File: config.mk
export PLATFORM = sky130hd
export DESIGN_NAME = fetch_credit_out
export DESIGN_NICKNAME = d
export VERILOG_FILES = /design/src/fetch_pkg.sv /design/src/fetch_credit_out.sv
export SDC_FILE = /design/constraint.sdc
export NUM_CORES = 1
export LEC_CHECK = 0
export BUFFER_PORTS_ARGS = -buffer_cell sky130_fd_sc_hd__buf_2
export CAP_MARGIN = 20
export CORE_ASPECT_RATIO = 0.8
export CORE_MARGIN = 2
export CORE_UTILIZATION = 36
export CTS_CLUSTER_DIAMETER = 120
export DETAILED_ROUTE_END_ITERATION = 16
export GPL_TIMING_DRIVEN = 0
export PLACE_DENSITY = 0.89
export SLEW_MARGIN = 0
export SYNTH_ARGS = -nofsm -noshare
export SYNTH_HDL_FRONTEND = slang
export SYNTH_SLANG_ARGS = --single-unit
File: constraint.sdc
create_clock -name clk -period 1.6 [get_ports clk]
set_input_delay 0 -clock clk [delete_from_list [all_inputs] [get_ports clk]]
set_output_delay 0 -clock clk [all_outputs]
set_load 0.05 [all_outputs]
File: src/fetch_pkg.sv
`default_nettype none

package fetch_pkg;

    // instruction and pc width
    localparam int isa_width = 32;                       // load/store isa word

    // upload word counter width
    localparam int count_width = 16;                     // wide enough for any rom here

    // sizing defaults picked up by the top level
    localparam int default_rom_depth = 8;                // log2 of word count, 256 words
    localparam int default_credits = 4;                  // decode queue slots

    // instruction word, upload data and branch offset
    typedef logic [isa_width-1:0] word_t;

    // byte address for pc and jump target
    typedef logic [isa_width-1:0] pc_t;

    // accepted upload words
    typedef logic [count_width-1:0] count_t;

    // fetch control states
    typedef enum logic [1:0] {
        fs_load  = 2'd0,                                 // host upload in progress
        fs_run   = 2'd1,                                 // fetching
        fs_stall = 2'd2                                  // out of credits
    } fetch_state_t;

endpackage

`default_nettype wire

File: src/fetch_credit_out.sv
`timescale 1ns/1ps
`default_nettype none

module fetch_credit_out #(
    parameter int CREDITS = fetch_pkg::default_credits
) (
    input  wire                    clk,
    input  wire                    rst_n,

    input  wire                    issue,                // fetch launched this cycle
    input  fetch_pkg::pc_t         issue_pc,
    input  fetch_pkg::word_t       rom_rdata,            // lands one cycle after issue

    input  wire                    credit_return,        // decode freed a slot

    output logic                   has_credit,
    output logic                   out_valid,            // one beat per fetch
    output fetch_pkg::pc_t         out_pc,
    output fetch_pkg::word_t       out_instr
);

    import fetch_pkg::*;

    localparam int cw = $clog2(CREDITS + 1);             // holds 0..CREDITS

    typedef logic [cw-1:0] credit_t;

    localparam credit_t credit_max = credit_t'(CREDITS);

    credit_t credit_cnt;                                 // slots free in decode
    credit_t credit_next;
    logic    valid_q;                                    // issue delayed one cycle
    pc_t     pc_q;                                       // pc of the beat in flight

    assign has_credit = (credit_cnt != '0);

    // credit taken at issue so back to back fetches see it at once
    always_comb begin
        credit_next = credit_cnt;
        case ({issue, credit_return})
            2'b10: credit_next = credit_cnt - 1'b1;
            2'b01: begin
                if (credit_cnt != credit_max) begin      // never above CREDITS
                    credit_next = credit_cnt + 1'b1;
                end
            end
            default: credit_next = credit_cnt;           // both or neither
        endcase
    end

    always_ff @(posedge clk or negedge rst_n) begin
        if (!rst_n) begin
            credit_cnt <= credit_max;                    // full queue after reset
            valid_q    <= 1'b0;
        end else begin
            credit_cnt <= credit_next;
            valid_q    <= issue;
        end
    end

    // payload, lines up with rom data
    always_ff @(posedge clk) begin
        if (issue) begin
            pc_q <= issue_pc;
        end
    end

    assign out_valid = valid_q;
    assign out_pc    = pc_q;
    assign out_instr = rom_rdata;                        // rom holds it between reads

endmodule

`default_nettype wire

==> flow_summary.json <==
{
  "die_area_um2": 4510,
  "routed_via_density": 4.30,
  "timing.final.hold_violations": 0,
  "cts_tree": "yes",
  "p_sw_uw": 946,
  "portBuffers": 101,
  "switching_share": 0.350,
  "leakage_nw": 1.15,
  "slew_violations": 0,
  "ir_drop_v": 0.000477,
  "dp_hpwl_um": 2490,
  "cap_violations": 0,
  "slew_headroom": 0.480,
  "htreeDepth": 2,
  "antenna_found_initial": 0,
  "initial_core_util": 0.377,
  "cts-resized-gates": 0,
  "synth_nets": 155,
  "fin_nets": 296,
  "max_freq_mhz": 748,
  "yosysTopAreaCell": "edfxtp_1",
  "grt_overflow_total": 0,
  "fin_total_pwr_mw": 2.71,
  "worstPathRequired_ps": 1600,
  "post_dp_cell_area_um2": 2010,
  "grt_pass1_wl_um": 5720,
  "syn_to_final_growth_pct": 69.3,
  "grt_start_max_net_pins": 37,
  "io_pins": 134,
  "setup_slack_ps": 263,
  "yosysTopAreaCellShare": 0.670,
  "rrSetupSlack_ps": 270,
  "dp_slack_ps": 98.9,
  "power_frac_comb": 0.308,
  "cp.depth": 2,
  "finalSetupTns_ps": 0,
  "crit_chain": "or3_1 > buf_2",
  "die_w_um": 74.6,
  "mostFrequentLayoutCells": "buf_2, dlygate4sd3_1, buf_4, edfxtp_1, clkbuf_8",
  "layout-drive-gt1-share": 0.623,
  "synth_cell_type_count": 18,
  "status": "complete, no violations",
  "track_usage": 0.183,
  "path_class": "register to primary output",
  "cts_buffers": 5,
  "fin_hold_ws_ps": 34.7,
  "synth_area_leaders": "edfxtp_1, buf_4, dfrtp_1",
  "grt_pass1_vias": 1209,
  "cp.buffers_inverters": 1,
  "netlist_instances": 86,
  "ys_seq_area_frac": 0.740,
  "firstDrtPassIters": 4,
  "ys_ff_latch": 36,
  "hold_path.class": "primary input to async pin",
  "drt-initial-drc-count": 79,
  "fin_crit_ps": 1340,
  "seqPwrFrac": 0.449,
  "wl_per_cell_um": 15.1,
  "final_cells": 283,
  "synthesis.area_per_instance_um2": 16.7,
  "ys_warn_count": 0,
  "slowest_stage": "dfrtp_1",
  "layout_commonest_cell": "buf_2",
  "crit_arrival_ps": 1340,
  "drc_errors": 0,
  "power_density_nw_per_um2": 1110,
  "ant_nets": 0,
  "final_core_util": 0.639,
  "worst_pin_slew_ps": 781,
  "setup_viol": 0,
  "die_h_um": 60.5,
  "finalCritPeriodShare": 0.836,
  "worstSkewPairLatency_ps": 290,
  "power_frac_clock": 0.243,
  "max_stage_delay_ps": 450,
  "gp_congestion": 0.736,
  "dr_total_vias": 1217,
  "cts_max_path_buffers": 2,
  "cp_top_family": "flip-flops",
  "cts_sinks": 36,
  "end_kind": "primary output",
  "cts_root_buf": "clkbuf_8",
  "fin_skew_ps": 10.9,
  "drt-total-wl_um": 4270,
  "critPathLaunchType": "register",
  "rsz0062_at_grt": "no",
  "fin_area_um2": 2430,
  "internal-power_mw": 1.76,
  "core.rowCount": 20,
  "worstPathMaxFanout": 5,
  "clkTransAtPathRegs_ps": 80,
  "core_um2": 3800,
  "ff2ff_path_depth": 4,
  "dp.cells": 242,
  "netlist_area_um2": 1440,
  "diodes": 0
}
==> cell usage after synthesis (all sizes together) <==
cell type and number:
nand2b 1, inv 3, dfrtp 3, o32a 1, nor2b 1, a21oi 1
fa 1, mux2i 1, or3 1, and2b 1, nor2 2, buf 32
o221ai 1, edfxtp 32, o21ai 3, a2bb2oi 1, dfstp 1
==> power groups by stage <==
| stage | sequential [mW] | combinational [mW] | clock (mW) |
|---|---|---|---|
| final | 1.21 | 0.834 | 0.658 |
| after global routing | 1.23 | 0.883 | 0.718 |
| after CTS | 1.20 | 0.826 | 0.647 |
| after detailed placement | 1.22 | 0.762 | 0 |
| after global placement | 1.22 | 0.746 | 0 |
| after floorplan | 1.45 | 0.345 | 0 |
==> state kept, by name, indices dropped and copies added, names as in the netlist <==
signal and cells:
out_pc 32, credit_cnt 3, out_valid 1
==> routing by layer <==
metal	GRT usage	vias up	routed length [um]	part of all wire
met5	0	-	0	0
met4	0.115	0	119	0.028
met3	0.0681	13	427	0.10
met2	0.340	97	2300	0.54
met1	0.169	556	1420	0.33
li1	-	551	-	-
==> final timing paths <==
path	start	endpoint
worst min register to register	credit_cnt[2]	credit_cnt[2]
min in group clk	credit_return	credit_cnt[2]
worst max-delay path	credit_cnt[0]	has_credit
worst min-delay path	rst_n	credit_cnt[0]
worst max register to register	credit_cnt[0]	credit_cnt[2]
max in group asynchronous	rst_n	credit_cnt[2]
==> repair_timing <==
item | in CTS | in global routing
setup buffers | 0 | 0
hold buffers | 33 | 0
endpoints found under the hold margin | 36 | 0
==> cell type report <==
type	count	area, um^2
fill	275	1370
sequential	36	1060
timing repair buffer	134	836
buffer	32	240
multi-input combinational	15	119
clock buffer	7	86.3
tap	55	68.8
inverter	3	13.8
clock inverter	1	3.75
==> cell families (layout without fill, tap and decap cells) <==
group / after synthesis / count (layout) / synth area share
flops: 36 / 36 / 0.740
buf+inv: 35 / 177 / 0.177
compound gates: 7 / 7 / 0.0331
simple gates: 6 / 6 / 0.0288
fa+ha+maj: 1 / 1 / 0.0139
mux: 1 / 1 / 0.00697
(Power assumes the default switching activity.)
