`src/fetch_pkg.sv`:
```
`default_nettype none

package fetch_pkg;

    // instruction and pc width
    localparam int isa_width = 32;                       // load/store isa word

    // upload word counter width
    localparam int count_width = 16;                     // wide enough for any rom here

    // sizing defaults picked up by the top level
    localparam int default_rom_depth = 8;                // log2 of word count, 256 words
    localparam int default_credits = 4;                  // decode queue slots

    // instruction word, upload data and branch offset
    typedef logic [isa_width-1:0] word_t;

    // byte address for pc and jump target
    typedef logic [isa_width-1:0] pc_t;

    // accepted upload words
    typedef logic [count_width-1:0] count_t;

    // fetch control states
    typedef enum logic [1:0] {
        fs_load  = 2'd0,                                 // host upload in progress
        fs_run   = 2'd1,                                 // fetching
        fs_stall = 2'd2                                  // out of credits
    } fetch_state_t;

endpackage

`default_nettype wire

```
`src/program_loader.sv`:
```
`timescale 1ns/1ps
`default_nettype none

module program_loader #(
    parameter int ROM_DEPTH = fetch_pkg::default_rom_depth
) (
    input  wire                    clk,
    input  wire                    rst_n,

    input  wire                    load_mode,            // host upload level
    input  wire                    load_we,              // one-cycle write strobe
    input  wire [ROM_DEPTH:0]      load_addr,            // msb selects region
    input  fetch_pkg::word_t       load_data,

    output logic                   rom_we,               // instruction region only
    output logic [ROM_DEPTH-1:0]   rom_waddr,
    output fetch_pkg::word_t       rom_wdata,

    output logic                   loading,              // blocks fetch
    output logic                   pc_clear,             // pulse after upload ends
    output fetch_pkg::count_t      load_count            // words written this upload
);

    import fetch_pkg::*;

    logic load_mode_q;                                   // last cycle's load_mode
    logic upload_start;                                  // rising edge of load_mode
    logic upload_end;                                    // falling edge of load_mode
    logic inst_wr;                                       // write into lower half

    assign upload_start = load_mode & ~load_mode_q;
    assign upload_end   = ~load_mode & load_mode_q;

    // upper half belongs to data memory, dropped here
    assign inst_wr = load_mode & load_we & ~load_addr[ROM_DEPTH];

    assign rom_we    = inst_wr;
    assign rom_waddr = inst_wr ? load_addr[ROM_DEPTH-1:0] : '0;  // quiet bus otherwise
    assign rom_wdata = inst_wr ? load_data : '0;

    // stretch by one cycle so nothing issues before the clear lands
    assign loading = load_mode | load_mode_q;

    always_ff @(posedge clk or negedge rst_n) begin
        if (!rst_n) begin
            load_mode_q <= 1'b0;
            pc_clear    <= 1'b0;
        end else begin
            load_mode_q <= load_mode;
            pc_clear    <= upload_end;                   // one cycle after the fall
        end
    end

    // word counter, restarts with each upload
    always_ff @(posedge clk or negedge rst_n) begin
        if (!rst_n) begin
            load_count <= '0;
        end else if (upload_start) begin
            load_count <= count_t'(inst_wr);             // first write may share the edge
        end else if (inst_wr) begin
            load_count <= load_count + 1'b1;
        end
    end

endmodule

`default_nettype wire
```
`config.mk`:
```
export PLATFORM = sky130hd
export DESIGN_NAME = program_loader
export DESIGN_NICKNAME = d
export VERILOG_FILES = /design/src/fetch_pkg.sv /design/src/program_loader.sv
export SDC_FILE = /design/constraint.sdc
export NUM_CORES = 1
export LEC_CHECK = 0
export BUFFER_PORTS_ARGS = -buffer_cell sky130_fd_sc_hd__buf_4
export CAP_MARGIN = 40
export CORE_AREA = 2 2 63 65
export DETAILED_ROUTE_END_ITERATION = 10
export DIE_AREA = 0 0 65 67
export GPL_ROUTABILITY_DRIVEN = 1
export PLACE_DENSITY = 0.77
export SYNTH_ARGS = -nofsm -noshare
export SYNTH_HDL_FRONTEND = slang
export SYNTH_SLANG_ARGS = --single-unit
```
`constraint.sdc`:
```
create_clock -name clk -period 1.4 [get_ports clk]
set_input_delay 0.28 -clock clk [delete_from_list [all_inputs] [get_ports clk]]
set_output_delay 0.28 -clock clk [all_outputs]
set_load 0.05 [all_outputs]
```
==> run_results.csv <==
group,metric,value,unit
placed_design,gp_congestion,0.760,
setup_path,required,1.12,ns
yosys,synth_cell_types,32,
final_layout,finish.utilization,69.7,%
setup_path,path_class,"in -> out",
timing,skew,0.00386,ns
cts,path_clk_slew,0.07,ns
cts,htree_levels,1,
yosys,synth_xor_area_share,7.91,%
global_routing,grt_pass1_wl,6.81,mm
setup_path,cp.arrival,1.16,ns
final_layout,diodes,0,
yosys,synthCells,135,
final_layout,drive_above_1_share,74.1,%
floorplanning,chipHeight,67,um
final_layout,final_cell_mix,"buf_4 (72), buf_6 (42), and2_4 (20)",
global_routing,first_global_vias,1420,
yosys,synthFlopType,"dfrtp_1",
final_layout,fill_cells,274,
routing,post-route-drc-count,0,
yosys,synth_top_family_by_area,"simple AND/OR/NAND/NOR gates",
yosys,synth_mux_area_share,0.821,%
setup_path,timing.rr.start,"load_count[2]$_DFFE_PN0P_",
run,drv_cap,0,
cts,clk_latency,0.26,ns
timing,fin_crit_sh,103,%
timing,rsz0062_at_grt,"yes",
placed_design,io_buffers,103,
yosys,synth-compound-area-share,4.72,%
placed_design,placedCellCount,293,
floorplanning,die_x,65,um
global_routing,grt_max_degree,19,
setup_path,r2r_end,"load_count[8]$_DFFE_PN0P_",
routing,vias,1437,
yosys,netlist_area,0.00122,mm^2
pwr,ir_drop,0.271,mV
global_routing,grt_use_total,20.8,%
final_layout,fin_cells,299,
floorplanning,start_util,33.8,%
routing,dr.pass1.iters,5,
routing,viasPerCell,4.81,
timing,max_freq,692,MHz
timing,timing.slew.headroom,77.5,%
hold_path,hold_class,"in -> reg",
final_layout,layout_commonest_cell,"buf_4",
pwr,p_leak,0.00129,uW
setup_path,end_kind,"output pin",
setup_path,startpoint,"load_we",
yosys,avgSynthCellArea,9.03,um^2
timing,hold_viol_final,0,
placed_design,dp_hpwl,3.39,mm
timing,finalSetupViolations,29,
cts,cts_made_buffers,3,
setup_path,crit_end,"rom_wdata[22]",
floorplanning,num_io_pins,104,
timing,setup_slack,-0.0442,ns
setup_path,critical_path.max_fanout,12,
global_routing,grt_overflow,0,
routing,antenna_left,0,
routing,wire_per_inst,15.2,um
yosys,synth-edff-count,0,
setup_path,reg2reg_depth,5,
status,outcome,"finished, violations left",
pwr,power_density,594,mW/mm^2
routing,drtIter0Drc,62,
timing,tightest_slew,0.336,ns
floorplanning,core-area,0.00361,mm^2
global_routing,antenna_found_initial,0,
status,failed_checks,"setup timing",
cts,cts_buffer_depth,2,
setup_path,start_kind,"input port",
yosys,async_flop_share,100,%
cts,cts_tree,"built",
yosys,yosysWarnings,0,
floorplanning,rows,22,
cts,cts.sinks,18,
yosys,synth_fp_nets,181,
yosys,ys_seq_area_share,37.0,%
routing,wirelength,4.56,mm
final_layout,syn_to_final_growth,106,%
yosys,synthSimpleGateAreaFrac,45.2,%
timing,period_minus_slack,1.44,ns
yosys,synth-seq-cells,18,
timing,slew_viol_final,0,
setup_path,rrSetupSlack,0.06,ns
cts,cts_root_buffer,"clkbuf_8",
final_layout,fin_nets,298,
yosys,synth_fa_ha_area_share,1.03,%
floorplanning,dieArea,0.00436,mm^2
-- worst min path at each step --
| stage | startpoint | slack (ns) | to | cells after the start |
|---|---|---|---|---|
| after floorplan | rst_n | -0.02 | load_count[0]$_DFFE_PN0P_ | 0 |
| after global placement | rst_n | 0.16 | load_count[13]$_DFFE_PN0P_ | 1 |
| after detailed placement | rst_n | 0.17 | load_count[13]$_DFFE_PN0P_ | 1 |
| after CTS | load_mode | 0.29 | load_mode_q$_DFF_PN0_ | 2 |
| after global routing | load_mode | 0.32 | load_mode_q$_DFF_PN0_ | 2 |
| final | load_mode | 0.31 | load_mode_q$_DFF_PN0_ | 2 |
-- cell families (layout without fill, tap and decap cells) --
family,after synthesis,in the layout
adder cells (fa/ha/maj),1,1
buffers and inverters,10,126
XOR/XNOR,11,11
AND/OR/NAND/NOR,86,86
multiplexers,1,1
AO/OA/AOI/OAI,8,8
flip-flops,18,18
-- area by class of cell --
type | count | area (um^2) | area share (%)
Inverter | 4 | 15.0 | 0.598
Sequential cell | 18 | 465 | 18.5
Clock buffer | 4 | 55.1 | 2.19
Timing Repair Buffer | 118 | 1070 | 42.5
Tap cell | 48 | 60.1 | 2.39
Multi-Input combinational cell | 107 | 848 | 33.8
-- per-stage QoR --
step	setup TNS, ns	cell area (um^2)	setup WS, ns	hold WS [ns]	total power (uW)
2_1_floorplan	-0.206	1340	-0.0742	-0.0156	815
3_3_place_gp	-1.70	2230	-0.0641	0.161	1020
3_5_place_dp	-3.05	2230	-0.105	0.165	1030
4_1_cts	-0.557	2480	-0.0357	0.288	1500
5_1_grt	-1.28	2510	-0.0619	0.316	1540
6_report	-0.595	2510	-0.0442	0.305	1490
-- critical path: stages --
cell and delay (ns):
buf_4 0.13, and3b_2 0.24, buf_6 0.15, and2_2 0.21, buf_6 0.15
-- report_power, final --
part,total (uW),switching [uW],internal (uW)
sequential,556,21.0,535
combinational,504,272,232
clock,432,182,250
total,1490,475,1020
-- flip-flops by register name, summed over array words and instances (netlist names) --
register	flops
load_count	16
load_mode_q	1
pc_clear	1
-- synth_stat cells, types with 2 or more instances --
cell type	n	share of area [%]
a21oi_1	3	1.2
a31o_1	2	1.4
and2_1	40	21
buf_2	3	1.2
clkbuf_1	3	0.92
dfrtp_1	18	37
inv_1	4	1.2
nand2_1	7	2.2
nand3_1	5	2.1
nand4_1	2	1.0
nor2_1	14	4.3
nor2_2	2	1.0
nor3_1	4	1.6
xnor2_1	8	5.7
xor2_1	3	2.2
-- routing by layer --
metal  vias up  track usage (%)  share of wire [%]
met5         -                0                  0
met4         0             6.65                1.8
met3         9             9.63                 12
met2        72             38.4                 53
met1       681             20.5                 33
li1        675                -                  -
-- timing repair --
| item | CTS | global route |
|---|---|---|
| hold endpoints to repair | 18 | 0 |
| hold buffers | 1 | 0 |
| pin swaps | 2 | 2 |
| endpoints found under the setup margin | 43 | 42 |
| gates resized for setup | 48 | 6 |
| setup buffers | 1 | 0 |
Note: power is estimated with default switching activity, not from simulation.
