`config.mk`:
```
export PLATFORM = sky130hd
export DESIGN_NAME = pc_unit
export DESIGN_NICKNAME = d
export VERILOG_FILES = /design/src/fetch_pkg.sv /design/src/pc_unit.sv
export SDC_FILE = /design/constraint.sdc
export NUM_CORES = 1
export LEC_CHECK = 0
export ABC_AREA = 0
export BUFFER_PORTS_ARGS = -buffer_cell sky130_fd_sc_hd__buf_2
export CAP_MARGIN = 20
export CORE_ASPECT_RATIO = 1.5
export CORE_MARGIN = 2
export CORE_UTILIZATION = 40
export CTS_BUF_LIST = sky130_fd_sc_hd__clkbuf_4 sky130_fd_sc_hd__clkbuf_8
export DETAILED_ROUTE_END_ITERATION = 8
export GPL_ROUTABILITY_DRIVEN = 0
export GPL_TIMING_DRIVEN = 0
export PLACE_DENSITY = 0.66
export RECOVER_POWER = 25
export SKIP_CTS_REPAIR_TIMING = 1
export SYNTH_ARGS = -nofsm -noshare
export SYNTH_HDL_FRONTEND = slang
export SYNTH_SLANG_ARGS = --single-unit
export TNS_END_PERCENT = 10
```
`constraint.sdc`:
```
create_clock -name clk -period 3.6 [get_ports clk]
set_clock_uncertainty 0.15 [all_clocks]
set_input_delay 0.36 -clock clk [delete_from_list [all_inputs] [get_ports clk]]
set_output_delay 0.36 -clock clk [all_outputs]
set_load 0.05 [all_outputs]
```
`src/fetch_pkg.sv`:
```
`default_nettype none

package fetch_pkg;

    // instruction and pc width
    localparam int isa_width = 32;                       // load/store isa word

    // upload word counter width
    localparam int count_width = 16;                     // wide enough for any rom here

    // sizing defaults picked up by the top level
    localparam int default_rom_depth = 8;                // log2 of word count, 256 words
    localparam int default_credits = 4;                  // decode queue slots

    // instruction word, upload data and branch offset
    typedef logic [isa_width-1:0] word_t;

    // byte address for pc and jump target
    typedef logic [isa_width-1:0] pc_t;

    // accepted upload words
    typedef logic [count_width-1:0] count_t;

    // fetch control states
    typedef enum logic [1:0] {
        fs_load  = 2'd0,                                 // host upload in progress
        fs_run   = 2'd1,                                 // fetching
        fs_stall = 2'd2                                  // out of credits
    } fetch_state_t;

endpackage

`default_nettype wire

```
`src/pc_unit.sv`:
```
`timescale 1ns/1ps
`default_nettype none

module pc_unit #(
    parameter int ROM_DEPTH = fetch_pkg::default_rom_depth
) (
    input  wire                    clk,
    input  wire                    rst_n,

    input  wire                    loading,              // upload in progress
    input  wire                    pc_clear,             // restart at zero

    input  wire                    branch_valid,         // relative redirect
    input  fetch_pkg::word_t       branch_offset,        // signed word count
    input  wire                    jump_valid,           // absolute redirect
    input  fetch_pkg::pc_t         jump_target,          // byte address

    input  wire                    has_credit,           // from output side

    output logic                   issue,                // fetch this cycle
    output fetch_pkg::pc_t         issue_pc,
    output logic                   rom_re,
    output logic [ROM_DEPTH-1:0]   rom_raddr
);

    import fetch_pkg::*;

    pc_t          pc;                                    // current fetch address
    pc_t          pc_next;
    fetch_state_t state;
    fetch_state_t state_next;
    logic         redirect;                              // squashes this cycle's fetch

    assign redirect = branch_valid | jump_valid;

    // fetch issue
    // fs_load keeps issue low out of reset and across the clear
    assign issue = (state != fs_load) & ~loading & ~pc_clear & has_credit & ~redirect;

    assign issue_pc  = pc;
    assign rom_re    = issue;
    assign rom_raddr = pc[ROM_DEPTH+1:2];                // wraps in the rom

    // next pc, clear > branch > jump > sequential > hold
    always_comb begin
        if (pc_clear) begin
            pc_next = '0;
        end else if (branch_valid) begin
            pc_next = pc + 32'd4 + (branch_offset << 2); // offset in words
        end else if (jump_valid) begin
            pc_next = jump_target;
        end else if (issue) begin
            pc_next = pc + 32'd4;
        end else begin
            pc_next = pc;                                // stalled or loading
        end
    end

    // fetch FSM
    always_comb begin
        state_next = state;
        case (state)
            fs_load:  if (!loading) state_next = has_credit ? fs_run : fs_stall;
            fs_run:   if (loading) state_next = fs_load;
                      else if (!has_credit) state_next = fs_stall;
            fs_stall: if (loading) state_next = fs_load;
                      else if (has_credit) state_next = fs_run;
            default:  state_next = fs_load;
        endcase
    end

    always_ff @(posedge clk or negedge rst_n) begin
        if (!rst_n) begin
            pc    <= '0;
            state <= fs_load;                            // hold off first fetch
        end else begin
            pc    <= pc_next;
            state <= state_next;
        end
    end

endmodule

`default_nettype wire

```
==> results.md <==
* Diodes inserted at 0
* Via count at 4670
* Via density at 5.84
* Syn avg cell area at 8.25 sq um
* Area of the core at 0.0104 sq mm
* WL/cell at 18.7 microns
* FMAX at 271 MHz
* Design area at 0.00556 sq mm
* Maximum vdd ir drop at 0.193 mV
* Initial DRT Pass Iterations at 5
* Hold depth at 2
* Largest cells by area after synthesis: dfrtp_1 20%, ha_1 10%, xnor2_1 6.4%
* Final Slew Violations at 35
* H-tree levels at 2
* Crit-path max FO at 7
* R2R Path Start: issue_pc[5]
* # setup viols final at 2
* R2R Setup Slk at -0.09 ns
* Status: finished with violations
* Measured slew at the worst slew-check pin at 2.11 ns
* Die Y at 130 microns
* Bufs on Longest Clock Path at 2
* Clock Sink Count at 34
* Post-Syn Area at 0.00423 sq mm
* Initial antenna violation count at 0
* Nets at 762
* Yosys warning total at 0
* CTS root buf: clkbuf_8
* CP Launch Type: flip-flop
* Number of synthesized flops with an enable pin at 0
* Pleak at 2.67 nW
* FF-to-FF End: issue_pc[29]
* Relative slew slack at -40.7%
* R2R cell count at 14
* Initial Util at 40.6%
* Top FF cell, synth: dfrtp_1
* Seq/Total Area, Yosys at 20.1%
* FFs w/ async S/R, synth at 100%
* TritonCTS Buffers at 5
* Final Hold Vio Count at 0
* Critical path arrival at 3.76 ns
* Area grow syn2layout at 31.4%
* Fill cells at 968
* Share of post-route cells with drive strength above 1 at 35.7%
* Remaining Overflow, GRT at 0
* Final WL at 14.9 mm
* IO buf count at 107
* Final setup margin at -0.0938 ns
* Clock transition at path regs at 0.09 ns
* Setup CP Type: flip-flop to flip-flop
* First-pass GRT wire length at 22.2 mm
* Multi-input logic area at 0.00335 sq mm
* Flop and latch count out of synthesis at 34
* FP Rows at 46
* Worst hold path type: primary input to flip-flop
* Worst Setup End Kind: flip-flop
* Fin crit period at 3.69 ns
* Syn Nets at 620
* Initial DRC count at 333
* Largest net degree at the start of global routing at 35
* # IOs at 113
* Clk_lat worst skew at 0.31 ns
* Max-Cap Viols at 1
* P per Cell Area at 394 mW/mm^2
* Flip-flop and latch area at 871 sq um
* Min-Delay Endpoint: state[1]
* Post-route antenna net violation count at 0
* RSZ-0062 raised after global routing: yes
* CTS tree: built
* Number of global-route vias before repair at 4388
* Residual DRC at 0
* Failing checks: max-capacitance violations, max-slew violations, negative setup slack
* Chip width at 88.0 microns
* Critical Path RT at 3.67 ns
* Gate Count Post-Synth at 513
* Synth unique cells at 66
* Die area at 0.0114 sq mm
* Core Util, Final at 53.3%
* Dpl hpwl at 11.2 mm
* Worst Min Path Start: has_credit
* Placed instance area at 0.00499 sq mm
* Yosys top cell by area: dfrtp_1
* Fin crit share at 103%
* Post-synth top area share at 20.1%
* Total track usage at 25.2%
-- where the power goes --
part / switching [mW] / internal (mW) / leakage [nW]
logic: 0.761 / 0.505 / 2.19
clock network: 0.190 / 0.207 / 0.0504
registers: 0.0910 / 0.438 / 0.428
total: 1.04 / 1.15 / 2.67
-- cells in the final DEF (no fill, tap or decap), types with 16 or more instances in the layout --
cell type / netlist / final
buf_2: 0 / 106
nand2_1: 44 / 41
buf_4: 11 / 37
a21oi_1: 40 / 33
ha_1: 35 / 32
nor2_1: 29 / 27
o21ai_0: 29 / 27
xnor2_1: 31 / 24
dfrtp_1: 34 / 22
nand3_1: 20 / 18
nand2b_1: 17 / 17
o211ai_1: 16 / 16
a21o_1: 16 / 16
-- state kept, by name (all words and copies together) (netlist names) --
name      flops
state         2
issue_pc     32
-- routing by layer --
| layer | share of wire (%) | vias up | GRT usage [%] |
|---|---|---|---|
| met5 | 0 | - | 0 |
| met2 | 53 | 203 | 45.9 |
| met4 | 4.3 | 0 | 12.3 |
| met1 | 38 | 2215 | 28.6 |
| met3 | 5.5 | 55 | 3.04 |
| li1 | - | 2197 | - |
-- worst max-delay path: stages (launching register included) --
cell and delay [ns]:
dfrtp_4 0.48, and4_4 0.29, nand3_4 0.13, nor3_4 0.24, xor2_2 0.20, ha_1 0.30, a21oi_2 0.20, o21ai_2 0.09
o31ai_2 0.26, nor3b_2 0.23, a21oi_2 0.10, a31o_4 0.29, a221oi_4 0.31, nor2_1 0.08, a311oi_1 0.24
-- Yosys cell counts (4+ instances only) --
cell and instances:
a21o_1 16, inv_1 13, nor2_1 29, xor2_1 14, and2_1 4, a22o_1 9, buf_4 11, a21oi_1 40
o21a_1 6, a211oi_1 8, a221oi_1 8, o21ai_0 29, a31oi_1 4, ha_1 35, mux2i_1 12, clkbuf_8 4
and4_1 5, xnor2_1 31, nor3_1 10, o221ai_1 4, clkbuf_1 10, nand3_1 20, and4_2 4, nor2b_1 8
dfrtp_1 34, nand2b_1 17, nand2_1 44, o211ai_1 16, nand4_1 8, and3_1 6
-- final cells by class --
class	instances	share of cell area [%]
clock buffer	5	1.24
clock inverter	3	0.811
tap	144	3.24
sequential	34	15.7
buffer	31	4.41
inverter	13	0.878
multi-input combinational	435	60.2
timing repair buffer	135	13.5
-- how the worst max path moves through the flow --
| stage | slack [ns] | start | cells after the start | endpoint |
|---|---|---|---|---|
| 6_report | -0.09 | issue_pc[5] | 14 | issue_pc[29] |
| 3_3_place_gp | -0.40 | issue_pc[4] | 14 | issue_pc[29] |
| 5_1_grt | -0.25 | issue_pc[5] | 14 | issue_pc[29] |
| 4_1_cts | -0.57 | issue_pc[5] | 14 | issue_pc[29] |
| 2_1_floorplan | 0.005 | issue_pc[7] | 14 | issue_pc[31] |
| 3_5_place_dp | -0.55 | issue_pc[5] | 14 | issue_pc[29] |
-- metrics by stage --
step	setup slack (ns)	total power, mW	instances	TNS [ns]	hold slack (ns)
global placement	-0.405	1.64	764	-1.35	0.366
floorplan	0.00513	1.38	513	0	-0.0856
CTS	-0.575	2.05	772	-2.51	0.0402
finish	-0.0938	2.19	800	-0.113	0.0726
global route	-0.245	2.30	800	-0.714	0.0803
detailed placement	-0.550	1.66	764	-2.27	0.373
-- kinds of logic (layout without fill, tap and decap cells) --
group,after synthesis,count (layout),share of synthesized area (%)
adder cells (fa/ha/maj),36,36,10.8
buffers and inverters,44,187,7.07
multiplexers,14,14,3.37
AO/OA/AOI/OAI,164,164,26.1
XOR/XNOR,46,46,9.70
flip-flops,34,34,20.1
AND/OR/NAND/NOR,175,175,22.8
Power figures use the tool's default switching activity.
